`config.mk`:
```
export PLATFORM = sky130hd
export DESIGN_NAME = gb_cpu_top
export DESIGN_NICKNAME = d
export VERILOG_FILES = /design/src/hdl/gb_cpu_common_pkg.sv /design/src/hdl/gb_cpu_decoder.sv /design/src/hdl/gb_cpu_alu.sv /design/src/hdl/gb_cpu_regfile.sv /design/src/hdl/gb_cpu_control.sv /design/src/hdl/gb_cpu_top.sv
export SDC_FILE = /design/constraint.sdc
export NUM_CORES = 1
export LEC_CHECK = 0
export BUFFER_PORTS_ARGS = -buffer_cell sky130_fd_sc_hd__clkbuf_2
export CORE_MARGIN = 5
export CORE_UTILIZATION = 37
export DETAILED_ROUTE_END_ITERATION = 10
export HOLD_SLACK_MARGIN = 0.02
export SLEW_MARGIN = 25
export SYNTH_ARGS = -nofsm -noshare
export SYNTH_HDL_FRONTEND = slang
export SYNTH_SLANG_ARGS = --single-unit
```
`constraint.sdc`:
```
create_clock -name clk -period 9.05 [get_ports clk]
set_clock_uncertainty 0.2 [all_clocks]
set_input_delay 2.715 -clock clk [delete_from_list [all_inputs] [get_ports clk]]
set_output_delay 2.715 -clock clk [all_outputs]
set_load 0.05 [all_outputs]
```
`src/hdl/gb_cpu_common_pkg.sv`:
```
package gb_cpu_common_pkg;

    // flag bit positions in F
    localparam int FLAG_Z = 7;
    localparam int FLAG_N = 6;
    localparam int FLAG_H = 5;
    localparam int FLAG_C = 4;

    localparam logic [7:0]  PREFIX_CB = 8'hCB;
    localparam logic [15:0] RESET_SP  = 16'hFFFE;

    typedef enum logic [3:0] {
        NOP, ADD, ADC, SUB, SBC, AND, XOR, OR, CP, INC, DEC, DAA, CPL, SCF, CCF
    } alu_op_t;

    // operand field order as encoded in the opcode
    typedef enum logic [2:0] {B, C, D, E, H, L, HL_MEM, A} opcode_r8_t;

    typedef enum logic [1:0] {BC, DE, HL, SP} opcode_r16_t;

    typedef enum logic [2:0] {R16_NONE, R16_INC, R16_DEC, R16_ADD_HL, R16_ADD_SP} r16_op_t;

    typedef enum logic [2:0] {FETCH, DECODE, OPERAND, EXECUTE, RETIRE} ctrl_state_t;

    typedef struct packed {
        alu_op_t     alu_opcode;
        opcode_r8_t  r8;
        opcode_r16_t r16;
        r16_op_t     r16_op;
        // one operand byte follows the opcode
        logic        immediate_op;
        // operand comes from [hl]
        logic        mem_op;
        logic        write_result;
        // execute M-cycles
        logic [1:0]  m_cycles;
    } schedule_t;

    function automatic schedule_t arithmetic8Bit(
        alu_op_t    alu_opcode   = NOP,
        opcode_r8_t r8           = A,
        logic       immediate_op = 1'b0,
        logic       write_result = 1'b1
    );
        schedule_t s;
        s              = '0;
        s.alu_opcode   = alu_opcode;
        s.r8           = r8;
        s.immediate_op = immediate_op;
        s.mem_op       = (r8 == HL_MEM) && !immediate_op;
        s.write_result = write_result;
        s.m_cycles     = 2'd1;
        return s;
    endfunction

    function automatic schedule_t arithmetic16Bit(
        opcode_r16_t r16     = SP,
        logic        inc_dec = 1'b0,
        logic        add_hl  = 1'b0,
        logic        add_sp  = 1'b0
    );
        schedule_t s;
        s     = '0;
        s.r16 = r16;
        // add sp wins, then add hl, then inc/dec
        if (add_sp) begin
            s.r16_op       = R16_ADD_SP;
            s.immediate_op = 1'b1;
        end else if (add_hl) begin
            s.r16_op = R16_ADD_HL;
        end else begin
            s.r16_op = inc_dec ? R16_INC : R16_DEC;
        end
        s.m_cycles = 2'd2;
        return s;
    endfunction

    function automatic schedule_t emptySchedule();
        schedule_t s;
        s          = '0;
        s.m_cycles = 2'd1;
        return s;
    endfunction

endpackage : gb_cpu_common_pkg

```
`src/hdl/gb_cpu_decoder.sv`:
```
`timescale 1ns/1ns

module gb_cpu_decoder (
    input  logic [7:0]                   opcode,
    input  logic                         cb_prefix,
    output gb_cpu_common_pkg::schedule_t schedule
);

    import gb_cpu_common_pkg::*;

    opcode_r8_t  r8_hi;
    opcode_r8_t  r8_lo;
    opcode_r16_t pair;

    // operand fields of the opcode
    assign r8_hi = opcode_r8_t'(opcode[5:3]);
    assign r8_lo = opcode_r8_t'(opcode[2:0]);
    assign pair  = opcode_r16_t'(opcode[5:4]);

    always_comb begin : decode_logic
        schedule = emptySchedule();
        // prefixed opcodes all retire as no-ops
        if (!cb_prefix) begin
            case (opcode) inside
                // 16-bit pair ops
                8'b00_??_0011: schedule = arithmetic16Bit(.r16(pair), .inc_dec(1'b1));
                8'b00_??_1011: schedule = arithmetic16Bit(.r16(pair), .inc_dec(1'b0));
                8'b00_??_1001: schedule = arithmetic16Bit(.r16(pair), .add_hl(1'b1));
                // inc/dec r8, destination is the operand itself
                8'b00_???_100: schedule = arithmetic8Bit(.alu_opcode(INC), .r8(r8_hi));
                8'b00_???_101: schedule = arithmetic8Bit(.alu_opcode(DEC), .r8(r8_hi));
                // accumulator and flag ops
                8'b00_100111: schedule = arithmetic8Bit(.alu_opcode(DAA));
                8'b00_101111: schedule = arithmetic8Bit(.alu_opcode(CPL));
                8'b00_110111: schedule = arithmetic8Bit(.alu_opcode(SCF), .write_result(1'b0));
                8'b00_111111: schedule = arithmetic8Bit(.alu_opcode(CCF), .write_result(1'b0));
                // a op r8
                8'b10_000_???: schedule = arithmetic8Bit(.alu_opcode(ADD), .r8(r8_lo));
                8'b10_001_???: schedule = arithmetic8Bit(.alu_opcode(ADC), .r8(r8_lo));
                8'b10_010_???: schedule = arithmetic8Bit(.alu_opcode(SUB), .r8(r8_lo));
                8'b10_011_???: schedule = arithmetic8Bit(.alu_opcode(SBC), .r8(r8_lo));
                8'b10_100_???: schedule = arithmetic8Bit(.alu_opcode(AND), .r8(r8_lo));
                8'b10_101_???: schedule = arithmetic8Bit(.alu_opcode(XOR), .r8(r8_lo));
                8'b10_110_???: schedule = arithmetic8Bit(.alu_opcode(OR), .r8(r8_lo));
                8'b10_111_???: schedule = arithmetic8Bit(.alu_opcode(CP), .r8(r8_lo));
                // a op imm8
                8'b11_000_110: schedule = arithmetic8Bit(.alu_opcode(ADD), .immediate_op(1'b1));
                8'b11_001_110: schedule = arithmetic8Bit(.alu_opcode(ADC), .immediate_op(1'b1));
                8'b11_010_110: schedule = arithmetic8Bit(.alu_opcode(SUB), .immediate_op(1'b1));
                8'b11_011_110: schedule = arithmetic8Bit(.alu_opcode(SBC), .immediate_op(1'b1));
                8'b11_100_110: schedule = arithmetic8Bit(.alu_opcode(AND), .immediate_op(1'b1));
                8'b11_101_110: schedule = arithmetic8Bit(.alu_opcode(XOR), .immediate_op(1'b1));
                8'b11_110_110: schedule = arithmetic8Bit(.alu_opcode(OR), .immediate_op(1'b1));
                8'b11_111_110: schedule = arithmetic8Bit(.alu_opcode(CP), .immediate_op(1'b1));
                // add sp, signed imm8
                8'b11_101000: schedule = arithmetic16Bit(.add_sp(1'b1));
                default: schedule = emptySchedule();
            endcase
        end
    end : decode_logic

endmodule : gb_cpu_decoder

```
`src/hdl/gb_cpu_alu.sv`:
```
`timescale 1ns/1ns

module gb_cpu_alu (
    input  gb_cpu_common_pkg::alu_op_t alu_opcode,
    input  logic [7:0]                 alu_a,
    input  logic [7:0]                 alu_b,
    input  logic [7:0]                 alu_f_in,
    output logic [7:0]                 alu_result,
    output logic [7:0]                 alu_f_out
);

    import gb_cpu_common_pkg::*;

    logic       carry;
    logic [4:0] half;
    logic [8:0] full;
    logic [7:0] corr;
    logic       flag_z;
    logic       flag_n;
    logic       flag_h;
    logic       flag_c;

    // carry only feeds adc and sbc
    assign carry = alu_f_in[FLAG_C] & ((alu_opcode == ADC) | (alu_opcode == SBC));

    always_comb begin : alu_logic
        alu_result = alu_a;
        half       = '0;
        full       = '0;
        corr       = '0;
        flag_n     = alu_f_in[FLAG_N];
        flag_h     = alu_f_in[FLAG_H];
        flag_c     = alu_f_in[FLAG_C];
        case (alu_opcode)
            ADD, ADC: begin
                half       = {1'b0, alu_a[3:0]} + {1'b0, alu_b[3:0]} + {4'd0, carry};
                full       = {1'b0, alu_a} + {1'b0, alu_b} + {8'd0, carry};
                alu_result = full[7:0];
                flag_n     = 1'b0;
                flag_h     = half[4];
                flag_c     = full[8];
            end
            SUB, SBC, CP: begin
                // bit 4 / bit 8 catch the borrow
                half       = {1'b0, alu_a[3:0]} - {1'b0, alu_b[3:0]} - {4'd0, carry};
                full       = {1'b0, alu_a} - {1'b0, alu_b} - {8'd0, carry};
                alu_result = full[7:0];
                flag_n     = 1'b1;
                flag_h     = half[4];
                flag_c     = full[8];
            end
            AND, XOR, OR: begin
                if (alu_opcode == AND) begin
                    alu_result = alu_a & alu_b;
                end else if (alu_opcode == XOR) begin
                    alu_result = alu_a ^ alu_b;
                end else begin
                    alu_result = alu_a | alu_b;
                end
                flag_n = 1'b0;
                // and alone sets H
                flag_h = (alu_opcode == AND);
                flag_c = 1'b0;
            end
            INC, DEC: begin
                // C untouched here
                if (alu_opcode == INC) begin
                    half       = {1'b0, alu_b[3:0]} + 5'd1;
                    alu_result = alu_b + 8'd1;
                end else begin
                    half       = {1'b0, alu_b[3:0]} - 5'd1;
                    alu_result = alu_b - 8'd1;
                end
                flag_n = (alu_opcode == DEC);
                flag_h = half[4];
            end
            DAA: begin
                if (!alu_f_in[FLAG_N]) begin
                    // after add, correct each digit past 9
                    if (alu_f_in[FLAG_C] || alu_a > 8'h99) begin
                        corr[7:4] = 4'h6;
                        flag_c    = 1'b1;
                    end
                    if (alu_f_in[FLAG_H] || alu_a[3:0] > 4'h9) corr[3:0] = 4'h6;
                    alu_result = alu_a + corr;
                end else begin
                    // after sub, only the flags say what to undo
                    if (alu_f_in[FLAG_C]) corr[7:4] = 4'h6;
                    if (alu_f_in[FLAG_H]) corr[3:0] = 4'h6;
                    alu_result = alu_a - corr;
                end
                flag_h = 1'b0;
            end
            CPL: begin
                alu_result = ~alu_a;
                flag_n     = 1'b1;
                flag_h     = 1'b1;
            end
            SCF, CCF: begin
                flag_n = 1'b0;
                flag_h = 1'b0;
                flag_c = (alu_opcode == SCF) ? 1'b1 : ~alu_f_in[FLAG_C];
            end
            default: ;
        endcase
    end : alu_logic

    // Z kept for nop, cpl, scf and ccf
    assign flag_z = (alu_opcode inside {NOP, CPL, SCF, CCF}) ? alu_f_in[FLAG_Z]
                                                             : (alu_result == 8'h00);

    assign alu_f_out = {flag_z, flag_n, flag_h, flag_c, 4'h0};

endmodule : gb_cpu_alu

```
`src/hdl/gb_cpu_regfile.sv`:
```
`timescale 1ns/1ns

module gb_cpu_regfile (
    input  logic                             clk,
    input  logic                             arst_n,
    input  gb_cpu_common_pkg::opcode_r8_t    r8_sel,
    input  logic [7:0]                       r8_wdata,
    input  logic                             r8_we,
    input  logic [7:0]                       f_wdata,
    input  logic                             f_we,
    input  gb_cpu_common_pkg::opcode_r16_t   r16_sel,
    input  gb_cpu_common_pkg::r16_op_t       r16_op,
    input  logic                             r16_we,
    input  logic [7:0]                       imm8,
    output logic [7:0]                       rd_r8,
    output logic [7:0]                       reg_a,
    output logic [7:0]                       reg_f,
    output logic [15:0]                      reg_hl,
    output logic [7:0]                       r16_f
);

    import gb_cpu_common_pkg::*;

    logic [7:0]  reg_b, reg_c, reg_d, reg_e, reg_h, reg_l;
    logic [15:0] sp;
    logic [15:0] r16_val;
    logic [15:0] r16_next;
    logic [12:0] sum12;
    logic [8:0]  sum8;
    logic [4:0]  sum4;

    assign reg_hl = {reg_h, reg_l};

    // [hl] is not a register, reads back zero
    always_comb begin : r8_read
        case (r8_sel)
            B:       rd_r8 = reg_b;
            C:       rd_r8 = reg_c;
            D:       rd_r8 = reg_d;
            E:       rd_r8 = reg_e;
            H:       rd_r8 = reg_h;
            L:       rd_r8 = reg_l;
            A:       rd_r8 = reg_a;
            default: rd_r8 = 8'h00;
        endcase
    end : r8_read

    always_comb begin : r16_read
        case (r16_sel)
            BC:      r16_val = {reg_b, reg_c};
            DE:      r16_val = {reg_d, reg_e};
            HL:      r16_val = reg_hl;
            default: r16_val = sp;
        endcase
    end : r16_read

    // partial sums for the 16-bit flags
    assign sum12 = {1'b0, reg_hl[11:0]} + {1'b0, r16_val[11:0]};
    assign sum8  = {1'b0, sp[7:0]} + {1'b0, imm8};
    assign sum4  = {1'b0, sp[3:0]} + {1'b0, imm8[3:0]};

    always_comb begin : r16_alu
        r16_next = r16_val;
        r16_f    = reg_f;
        case (r16_op)
            R16_INC: r16_next = r16_val + 16'd1;
            R16_DEC: r16_next = r16_val - 16'd1;
            R16_ADD_HL: begin
                // carries from bit 11 and bit 15
                {r16_f[FLAG_C], r16_next} = {1'b0, reg_hl} + {1'b0, r16_val};
                r16_f[FLAG_N]             = 1'b0;
                r16_f[FLAG_H]             = sum12[12];
            end
            R16_ADD_SP: begin
                // sign-extended offset, flags from the low byte
                r16_next = sp + {{8{imm8[7]}}, imm8};
                r16_f    = {2'b00, sum4[4], sum8[8], 4'h0};
            end
            default: ;
        endcase
    end : r16_alu

    always_ff @(posedge clk or negedge arst_n) begin
        if (!arst_n) begin
            reg_b <= '0;
            reg_c <= '0;
            reg_d <= '0;
            reg_e <= '0;
            reg_h <= '0;
            reg_l <= '0;
            reg_a <= '0;
            reg_f <= '0;
            sp    <= RESET_SP;
        end else begin
            if (r8_we) begin
                case (r8_sel)
                    B: reg_b <= r8_wdata;
                    C: reg_c <= r8_wdata;
                    D: reg_d <= r8_wdata;
                    E: reg_e <= r8_wdata;
                    H: reg_h <= r8_wdata;
                    L: reg_l <= r8_wdata;
                    A: reg_a <= r8_wdata;
                    default: ;
                endcase
            end
            // low nibble of F reads as zero
            if (f_we) reg_f <= {f_wdata[7:4], 4'h0};
            if (r16_we) begin
                case (r16_sel)
                    BC:      {reg_b, reg_c} <= r16_next;
                    DE:      {reg_d, reg_e} <= r16_next;
                    HL:      {reg_h, reg_l} <= r16_next;
                    default: sp <= r16_next;
                endcase
            end
        end
    end

endmodule : gb_cpu_regfile

```
`src/hdl/gb_cpu_control.sv`:
```
`timescale 1ns/1ns

module gb_cpu_control (
    input  logic                           clk,
    input  logic                           arst_n,
    output logic [15:0]                    mem_addr,
    output logic                           mem_rd,
    input  logic [7:0]                     mem_rdata,
    output logic [7:0]                     opcode,
    output logic                           cb_prefix,
    input  gb_cpu_common_pkg::schedule_t   schedule,
    output gb_cpu_common_pkg::alu_op_t     alu_opcode,
    output logic [7:0]                     alu_a,
    output logic [7:0]                     alu_b,
    output logic [7:0]                     alu_f_in,
    input  logic [7:0]                     alu_result,
    input  logic [7:0]                     alu_f_out,
    output gb_cpu_common_pkg::opcode_r8_t  r8_sel,
    output logic [7:0]                     r8_wdata,
    output logic                           r8_we,
    output logic [7:0]                     f_wdata,
    output logic                           f_we,
    output gb_cpu_common_pkg::opcode_r16_t r16_sel,
    output gb_cpu_common_pkg::r16_op_t     r16_op,
    output logic                           r16_we,
    output logic [7:0]                     imm8,
    input  logic [15:0]                    reg_hl,
    input  logic [7:0]                     reg_a,
    input  logic [7:0]                     reg_f,
    input  logic [7:0]                     rd_r8,
    input  logic [7:0]                     r16_f,
    output logic                           retire_valid,
    output logic [15:0]                    retire_pc,
    output logic [7:0]                     retire_a,
    output logic [7:0]                     retire_f
);

    import gb_cpu_common_pkg::*;

    ctrl_state_t state;
    logic [15:0] pc;
    logic [15:0] start_pc;
    logic [7:0]  opcode_q;
    logic [7:0]  operand_q;
    logic        cb_q;
    logic [1:0]  cnt;
    logic        exec_last;
    logic        add16;
    logic        data_ready;

    // read data arrives on the second cycle of DECODE / OPERAND
    assign data_ready = (cnt == 2'd1);

    // decode straight from the bus while the byte is arriving
    assign opcode    = (state == DECODE && data_ready) ? mem_rdata : opcode_q;
    assign cb_prefix = cb_q;

    assign exec_last = (state == EXECUTE) && (cnt == schedule.m_cycles - 2'd1);
    assign add16     = schedule.r16_op inside {R16_ADD_HL, R16_ADD_SP};

    // ALU always works on A and the latched operand
    assign alu_opcode = schedule.alu_opcode;
    assign alu_a      = reg_a;
    assign alu_b      = operand_q;
    assign alu_f_in   = reg_f;

    // read port selects the operand, write port the destination
    always_comb begin : r8_select
        r8_sel = schedule.r8;
        if (state == EXECUTE && !(schedule.alu_opcode inside {INC, DEC})) r8_sel = A;
    end : r8_select

    assign r8_wdata = alu_result;
    // cp keeps only its flags
    assign r8_we    = exec_last && schedule.write_result && (schedule.alu_opcode != CP);
    assign f_wdata  = add16 ? r16_f : alu_f_out;
    assign f_we     = exec_last && ((schedule.alu_opcode != NOP) || add16);
    assign r16_sel  = schedule.r16;
    assign r16_op   = schedule.r16_op;
    assign r16_we   = exec_last && (schedule.r16_op != R16_NONE);
    assign imm8     = operand_q;

    // trace shows register state after the write
    assign retire_valid = (state == RETIRE);
    assign retire_pc    = start_pc;
    assign retire_a     = reg_a;
    assign retire_f     = reg_f;

    always_ff @(posedge clk or negedge arst_n) begin
        if (!arst_n) begin
            state     <= FETCH;
            pc        <= '0;
            start_pc  <= '0;
            opcode_q  <= '0;
            operand_q <= '0;
            cb_q      <= 1'b0;
            cnt       <= '0;
            mem_rd    <= 1'b0;
            mem_addr  <= '0;
        end else begin
            case (state)
                FETCH: begin
                    mem_rd   <= 1'b1;
                    mem_addr <= pc;
                    pc       <= pc + 16'd1;
                    // prefix byte keeps the first address
                    if (!cb_q) start_pc <= pc;
                    cnt      <= '0;
                    state    <= DECODE;
                end
                DECODE: begin
                    mem_rd <= 1'b0;
                    cnt    <= 2'd1;
                    if (data_ready) begin
                        opcode_q <= mem_rdata;
                        cnt      <= '0;
                        if (!cb_q && mem_rdata == PREFIX_CB) begin
                            // second opcode byte
                            cb_q  <= 1'b1;
                            state <= FETCH;
                        end else if (schedule.immediate_op || schedule.mem_op) begin
                            mem_rd   <= 1'b1;
                            mem_addr <= schedule.mem_op ? reg_hl : pc;
                            if (schedule.immediate_op) pc <= pc + 16'd1;
                            state    <= OPERAND;
                        end else begin
                            // register operand latched now
                            operand_q <= rd_r8;
                            state     <= EXECUTE;
                        end
                    end
                end
                OPERAND: begin
                    mem_rd <= 1'b0;
                    cnt    <= 2'd1;
                    if (data_ready) begin
                        operand_q <= mem_rdata;
                        cnt       <= '0;
                        state     <= EXECUTE;
                    end
                end
                EXECUTE: begin
                    cnt <= cnt + 2'd1;
                    if (exec_last) state <= RETIRE;
                end
                RETIRE: begin
                    cb_q  <= 1'b0;
                    state <= FETCH;
                end
                default: state <= FETCH;
            endcase
        end
    end

endmodule : gb_cpu_control

```
`src/hdl/gb_cpu_top.sv`:
```
`timescale 1ns/1ns

module gb_cpu_top (
    input  logic        clk,
    input  logic        arst_n,
    output logic [15:0] mem_addr,
    output logic        mem_rd,
    input  logic [7:0]  mem_rdata,
    output logic        retire_valid,
    output logic [15:0] retire_pc,
    output logic [7:0]  retire_a,
    output logic [7:0]  retire_f
);

    import gb_cpu_common_pkg::*;

    // control to decoder
    logic [7:0]  opcode;
    logic        cb_prefix;
    schedule_t   schedule;
    // ALU
    alu_op_t     alu_opcode;
    logic [7:0]  alu_a, alu_b, alu_f_in, alu_result, alu_f_out;
    // register file
    opcode_r8_t  r8_sel;
    logic [7:0]  r8_wdata, f_wdata, imm8, rd_r8, reg_a, reg_f, r16_f;
    logic        r8_we, f_we, r16_we;
    opcode_r16_t r16_sel;
    r16_op_t     r16_op;
    logic [15:0] reg_hl;

    gb_cpu_control control_i (
        .clk, .arst_n, .mem_addr, .mem_rd, .mem_rdata,
        .opcode, .cb_prefix, .schedule,
        .alu_opcode, .alu_a, .alu_b, .alu_f_in, .alu_result, .alu_f_out,
        .r8_sel, .r8_wdata, .r8_we, .f_wdata, .f_we,
        .r16_sel, .r16_op, .r16_we, .imm8,
        .reg_hl, .reg_a, .reg_f, .rd_r8, .r16_f,
        .retire_valid, .retire_pc, .retire_a, .retire_f
    );

    gb_cpu_decoder decoder_i (
        .opcode, .cb_prefix, .schedule
    );

    gb_cpu_alu alu_i (
        .alu_opcode, .alu_a, .alu_b, .alu_f_in, .alu_result, .alu_f_out
    );

    gb_cpu_regfile regfile_i (
        .clk, .arst_n,
        .r8_sel, .r8_wdata, .r8_we, .f_wdata, .f_we,
        .r16_sel, .r16_op, .r16_we, .imm8,
        .rd_r8, .reg_a, .reg_f, .reg_hl, .r16_f
    );

endmodule : gb_cpu_top

```
### Yosys cells after proc, flatten, opt, wreduce, memory -nomap -nowiden

Index checks and enable logic that the tools add are counted.

| word-level totals | value |
|---|---|
| latch bits | 0 |
| bits in writable memories | 0 |
| memories kept | 0 |
| register bits | 147 |
| ROM bits | 0 |
| input port bits | 10 |
| logic and storage cells | 300 |

| operators by class | value |
|---|---|
| add/sub/neg operators | 24 |
| bitwise gates (word level) | 9 |
| eq/ne operators | 75 |
| multiplexer cells | 114 |
| shift operators | 0 |
| reduce and logical (&&, ||, !) cells | 55 |
| order comparisons | 2 |
| $mul | 0 |
| div/mod/pow operators | 0 |

Operators by type and width:

| cell | number |
|---|---|
| 2-to-1 mux 17 bit | 26 |
| 2-to-1 mux 8 bit | 34 |
| 2-to-1 mux 16 bit | 8 |
| equality test 8 bit, second input constant | 10 |
| case mux 16 bit (2 select lines) | 2 |
| case mux 16 bit (4 select lines) | 1 |
| case mux 8 bit (7 select lines) | 1 |
| case mux 16 bit (3 select lines) | 1 |
| case mux 8 bit (6 select lines) | 1 |
| equality test 5 bit, second input constant | 8 |
| adder 16 x 1 -> 16 bit, second input constant | 2 |
| equality test 8 x 6 -> 1 bit, second input constant | 4 |
| 2-to-1 mux 4 bit | 8 |
| equality test 4 bit, second input constant | 7 |
| 2-to-1 mux 3 bit | 9 |
| equality test 3 bit, second input constant | 7 |
| adder 8 x 8 -> 9 bit | 2 |
| equality test 3 x 2 -> 1 bit, second input constant | 6 |
| adder 16 x 16 -> 17 bit | 1 |
| adder 16 bit | 1 |
| equality test 4 x 3 -> 1 bit, second input constant | 4 |
| case mux 8 bit (2 select lines) | 1 |
| subtractor 16 x 1 -> 16 bit, second input constant | 1 |
| AND reduction 3 bit | 5 |
| 68 further kinds | 129 |

### Depth between registers and ports, before layout

| logic depth | value |
|---|---|
| depth in word-level cells | 42 |
| gate-level depth with buffers | 27 |

### By module

From an unflattened synthesis, not the netlist that was laid out.

| second synthesis, totals | value |
|---|---|
| cells, all modules | 1,652 |
| area total of the unflattened synthesis | 14,466.4 um^2 |

By module, submodules not included:

| module | instances | cells each | area an instance (um^2) |
|---|---|---|---|
| gb_cpu_regfile | 1 | 851 | 7,354.6 |
| gb_cpu_control | 1 | 340 | 4,045.1 |
| gb_cpu_alu | 1 | 388 | 2,628.8 |
| gb_cpu_decoder | 1 | 73 | 437.9 |

### Least setup slack after synthesis

OpenSTA, ideal clock, no wires.

| timing path | value |
|---|---|
| kind | input to register |
| start point | input port mem_rdata[1] |
| end point | register regfile_i.reg_d[6] |
| arrival time | 7.718 ns |
| path buffers | 3 |
| path slack | 0.991 ns |
| cell stages on the path | 23 |
| setup time | 0.141 ns |
| cell sequence | clkbuf_1 -> o21bai_1 -> mux2_2 -> or4_1 -> buf_2 -> o21a_1 -> nor2_2 -> clkbuf_1 -> a222oi_1 -> a21oi_1 -> inv_1 -> fa_1 -> nor2b_1 -> o21a_1 -> o21ai_0 -> a2111oi_0 -> o31a_1 -> o21ai_0 -> nand2b_1 -> a31oi_1 -> xnor2_1 -> a221oi_1 -> o21ai_0 |

| between the ends | value |
|---|---|
| word-level cells in the longest chain between the ends | 38 |
| elaborated cells on any way between the ends | 99 |
| those cells by class | add/sub: 6; eq/ne: 39; mux: 39; bitwise: 2; reduce/logical: 13 |

Ends and longest elaborated chain:

| item | RTL line | source |
|---|---|---|
| from (decl) | gb_cpu_top.sv:8 | `input logic [7:0] mem_rdata,` |
| 2-to-1 mux 8 bit (*) | gb_cpu_control.sv:55 | `assign opcode = (state == DECODE && data_ready) ? mem_rdata : opcode_q;` |
| equality test 8 bit (no line) | - |  |
| 2-to-1 mux 17 bit (24 in series) | gb_cpu_decoder.sv:24 | `case (opcode) inside` |
| 2-to-1 mux 17 bit (*) | gb_cpu_decoder.sv:24 |  |
| 2-to-1 mux 17 bit (*) | gb_cpu_decoder.sv:23 | `if (!cb_prefix) begin` |
| parallel branches: the longest is 9 deep, another holds subtractor 9 x 1 -> 9 bit | - |  |
| 2-to-1 mux 8 bit (*) | gb_cpu_regfile.sv:109 | `if (r16_we) begin` |
| to (signal assigned) | gb_cpu_regfile.sv:99 | `D: reg_d <= r8_wdata;` |
| to (signal assigned) | gb_cpu_regfile.sv:112 | `DE: {reg_d, reg_e} <= r16_next;` |
| to (decl) | gb_cpu_regfile.sv:24 | `logic [7:0] reg_b, reg_c, reg_d, reg_e, reg_h, reg_l;` |

Every way passes the cells marked *.
A chain may end at the register's enable or synchronous reset.

### Worst setup path in the final report

| timing path | value |
|---|---|
| start point | input port mem_rdata[2] |
| end point | register regfile_i.reg_d[6] |

The elaborated chain is that of the path after synthesis.

==> results.py <==
metrics = {
    "status": {
        "status": "finished, final reports clean",
    },
    "synthesis": {
        "synthArstFlopShare": 1.00,
        "netlist.area_leader.share": 0.253,
        "sequential_fraction_of_the_synthesis_area": 0.283,
        "synth-main-ff-cell": "sky130_fd_sc_hd__dfrtp_1",
        "synth_common_cells": "sky130_fd_sc_hd__dfrtp_1 (132), sky130_fd_sc_hd__nand2_1 (127), sky130_fd_sc_hd__nor2_1 (115)",
        "yosys_warnings": 0,
        "synth_area_mm2": 0.0131,
        "postSynthCellCount": 1477,
        "synth_area_per_cell_um2": 8.85,
        "yosysTopAreaCell": "sky130_fd_sc_hd__dfrtp_1",
        "synthMostInstantiatedCell": "sky130_fd_sc_hd__dfrtp_1",
        "synth_edf_count": 0,
        "synth.distinct_cells": 99,
        "netlist_top_cells_area": "sky130_fd_sc_hd__dfrtp_1 (25%), sky130_fd_sc_hd__ha_1 (8.9%), sky130_fd_sc_hd__mux2i_1 (8.2%)",
        "ys_seq_elements": 147,
    },
    "critical_path": {
        "endpoint_class_of_the_critical_path": "flip-flop",
        "crit_path_cell_trace": "clkbuf_2 > o21bai_1 > mux2_2 > or4_1 > a21oi_2 > o21ai_1 > buf_4 > a222oi_1 > a21oi_1 > ha_1 > o21a_1 > o21ai_0 > a2111oi_0 > o31a_1 > o21ai_0 > nand2b_1 > a31oi_1 > xnor2_1 > a221oi_1 > o21ai_0",
        "worstPathBufferInverterCount": 2,
        "critical_path_peak_fanout": 13,
        "worstSetupPathType": "input port to flip-flop",
        "critPathArrivalTime_ps": 8220,
        "worst_path_largest_cell_delay_ps": 790,
        "worst_ep_required_time_ps": 9140,
        "critical_path.slowest_cell": "sky130_fd_sc_hd__or4_1",
        "crit_family": "compound AO/OA/AOI/OAI gates",
        "timing.critical_path.from_type": "input port",
        "critical-path-top-cell-by-count": "sky130_fd_sc_hd__o21ai_0",
    },
    "drt": {
        "initialDrtViolationCount": 1381,
        "dr.pass1.iters": 6,
        "routed_wl_mm": 47.6,
        "drt-vias-per-instance": 6.10,
        "drcViolationCount": 0,
        "num_vias": 12100,
        "ant_nets": 0,
        "post_drt_wl_per_cell_um": 24.0,
    },
    "grt": {
        "globalRoute.busiestLayer": "met2",
        "first_global_vias": 11600,
        "grt.overflow.total": 0,
        "met3_usage": 0.0492,
        "antenna_found_initial": 0,
        "grt_first_pass_wirelength_mm": 72.6,
        "maximum_number_of_pins_on_one_net_before_global_route_repair": 96,
        "groute.layer.met2.usage": 0.379,
        "track_usage": 0.240,
        "gr-usage-met1": 0.330,
    },
    "placed_design": {
        "count_of_input_and_output_buffers": 55,
        "post_detail_place_hpwl_mm": 36.0,
        "gp_routability_congestion": 0.992,
        "dpl_cell_area_mm2": 0.0139,
    },
    "layout": {
        "layout.filler_cells": 3432,
        "area.growth.synth_to_final_pct": 10.7,
        "layout-drive-gt1-share": 0.141,
        "design.final.nets": 1628,
        "multi_input_area_mm2": 0.00886,
        "fin_area_mm2": 0.0145,
        "antenna_cells_inserted": 0,
        "regArea_mm2": 0.00370,
    },
    "sta": {
        "timing.setup.tns_ps": 0,
        "grt_setup_unrepaired": "no",
        "hold_viol": 0,
        "final_period_minus_worst_setup_slack_ps": 8130,
        "tightestPinTransition_ps": 1040,
        "finalCritPeriodShare": 0.898,
        "report.final.setup_viol": 0,
        "max_transition_margin": 0.294,
        "max_freq_mhz": 123,
        "timing.final.max_slew_violations": 0,
    },
    "cts": {
        "cts-root-buf": "sky130_fd_sc_hd__clkbuf_16",
        "cts_post_setup_buffers_inserted": 0,
        "hold_buffers": 0,
        "ctsHtreeMaxLevel": 4,
        "tritoncts": "yes",
        "clkTransAtPathRegs_ps": 70,
        "cts.repair.resized": 0,
        "max-clock-path-buffers": 2,
        "insertion_delay_ps": 450,
        "cts.sink_count": 147,
        "tritoncts.num_buffers": 17,
    },
    "die": {
        "vert_die_dim_um": 198,
        "num_io_pins": 60,
        "fp.dieArea_mm2": 0.0392,
        "placeable_area_mm2": 0.0347,
        "std_cell_rows": 68,
        "die-width_um": 198,
        "floorplan.initialDensity": 0.377,
    },
    "hold_path": {
        "worstHoldPathType": "flip-flop to flip-flop",
    },
    "run": {
        "cap_violations": 0,
    },
}
==> layer usage <==
layer  share of wire  wire [µm]
met3           0.072       3440
met1            0.44      20900
met4           0.035       1650
met2            0.45      21600
met5               0          0
==> through the flow <==
step / util / hold WS (ps) / std cells / setup WS [ps]
6_report: 0.417 / 294 / 1985 / 920
5_1_grt: 0.417 / 309 / 1985 / 460
4_1_cts: 0.417 / 294 / 1985 / 1030
3_5_place_dp: 0.399 / 278 / 1953 / 563
3_3_place_gp: 0.399 / 266 / 1953 / 768
2_1_floorplan: - / 252 / 1480 / 991
==> logic make-up after synthesis <==
group	share of synthesized area
AOI/OAI and AO/OA	0.222
other	0.000287
DFF	0.283
and+or+nand+nor	0.174
adders and majority gates	0.101
muxes	0.122
buffers and inverters	0.0417
xor gates and xnor gates	0.0563
==> worst paths after layout <==
path,from,end,slack (ps),cells past startpoint
setup / recovery,mem_rdata[2],regfile_i.reg_d[6],920,20
hold / removal,control_i.cnt[1],control_i.cnt[1],290,2
setup reg to reg,control_i.cnt[0],regfile_i.reg_d[6],1900,20
hold reg to reg,control_i.cnt[1],control_i.cnt[1],290,2
max in group asynchronous,arst_n,regfile_i.reg_d[4],5190,2
min in group asynchronous,arst_n,regfile_i.reg_f[6],2120,1
==> sequential cells by signal, indices dropped and copies added (netlist names), 16 cells and up <==
register	cells
control_i.pc	16
control_i.retire_pc	16
control_i.mem_addr	16
regfile_i.sp	16
==> area by class of cell <==
type,instances,share of cell area
timing repair buffer,88,0.0367
inverter,56,0.0147
clock inverter,15,0.0129
multi-input combinational,1207,0.612
clock buffer,17,0.0294
sequential,147,0.255
tap,455,0.0393
==> worst reg2reg max path: cells and delay by family (launching register included) <==
kind | cells | cell delay (ps)
AO/OA/AOI/OAI | 12 | 3170
XOR/XNOR | 1 | 140
adder cells (fa/ha/maj) | 2 | 680
buffers and inverters | 1 | 250
flip-flops | 1 | 490
multiplexers | 1 | 490
AND/OR/NAND/NOR | 3 | 1600
==> placed cells by master (no fill, tap or decap), drive strengths merged, types with 11 or more instances in the layout <==
master	instances
a211oi	18
a21o	26
a21oi	114
a221oi	30
a222oi	17
a31oi	11
buf	33
clkbuf	72
dfrtp	132
dfstp	15
ha	93
inv	65
mux2	40
mux2i	111
nand2	128
nand2b	15
nand3	37
nand4	11
nor2	117
nor2b	14
nor3	43
nor4	12
o211ai	13
o21ai	91
o31ai	11
xnor2	53
xor2	31
Power is not shown: default switching activity piles up to over one toggle a cycle in this logic, so the estimate is an artifact.
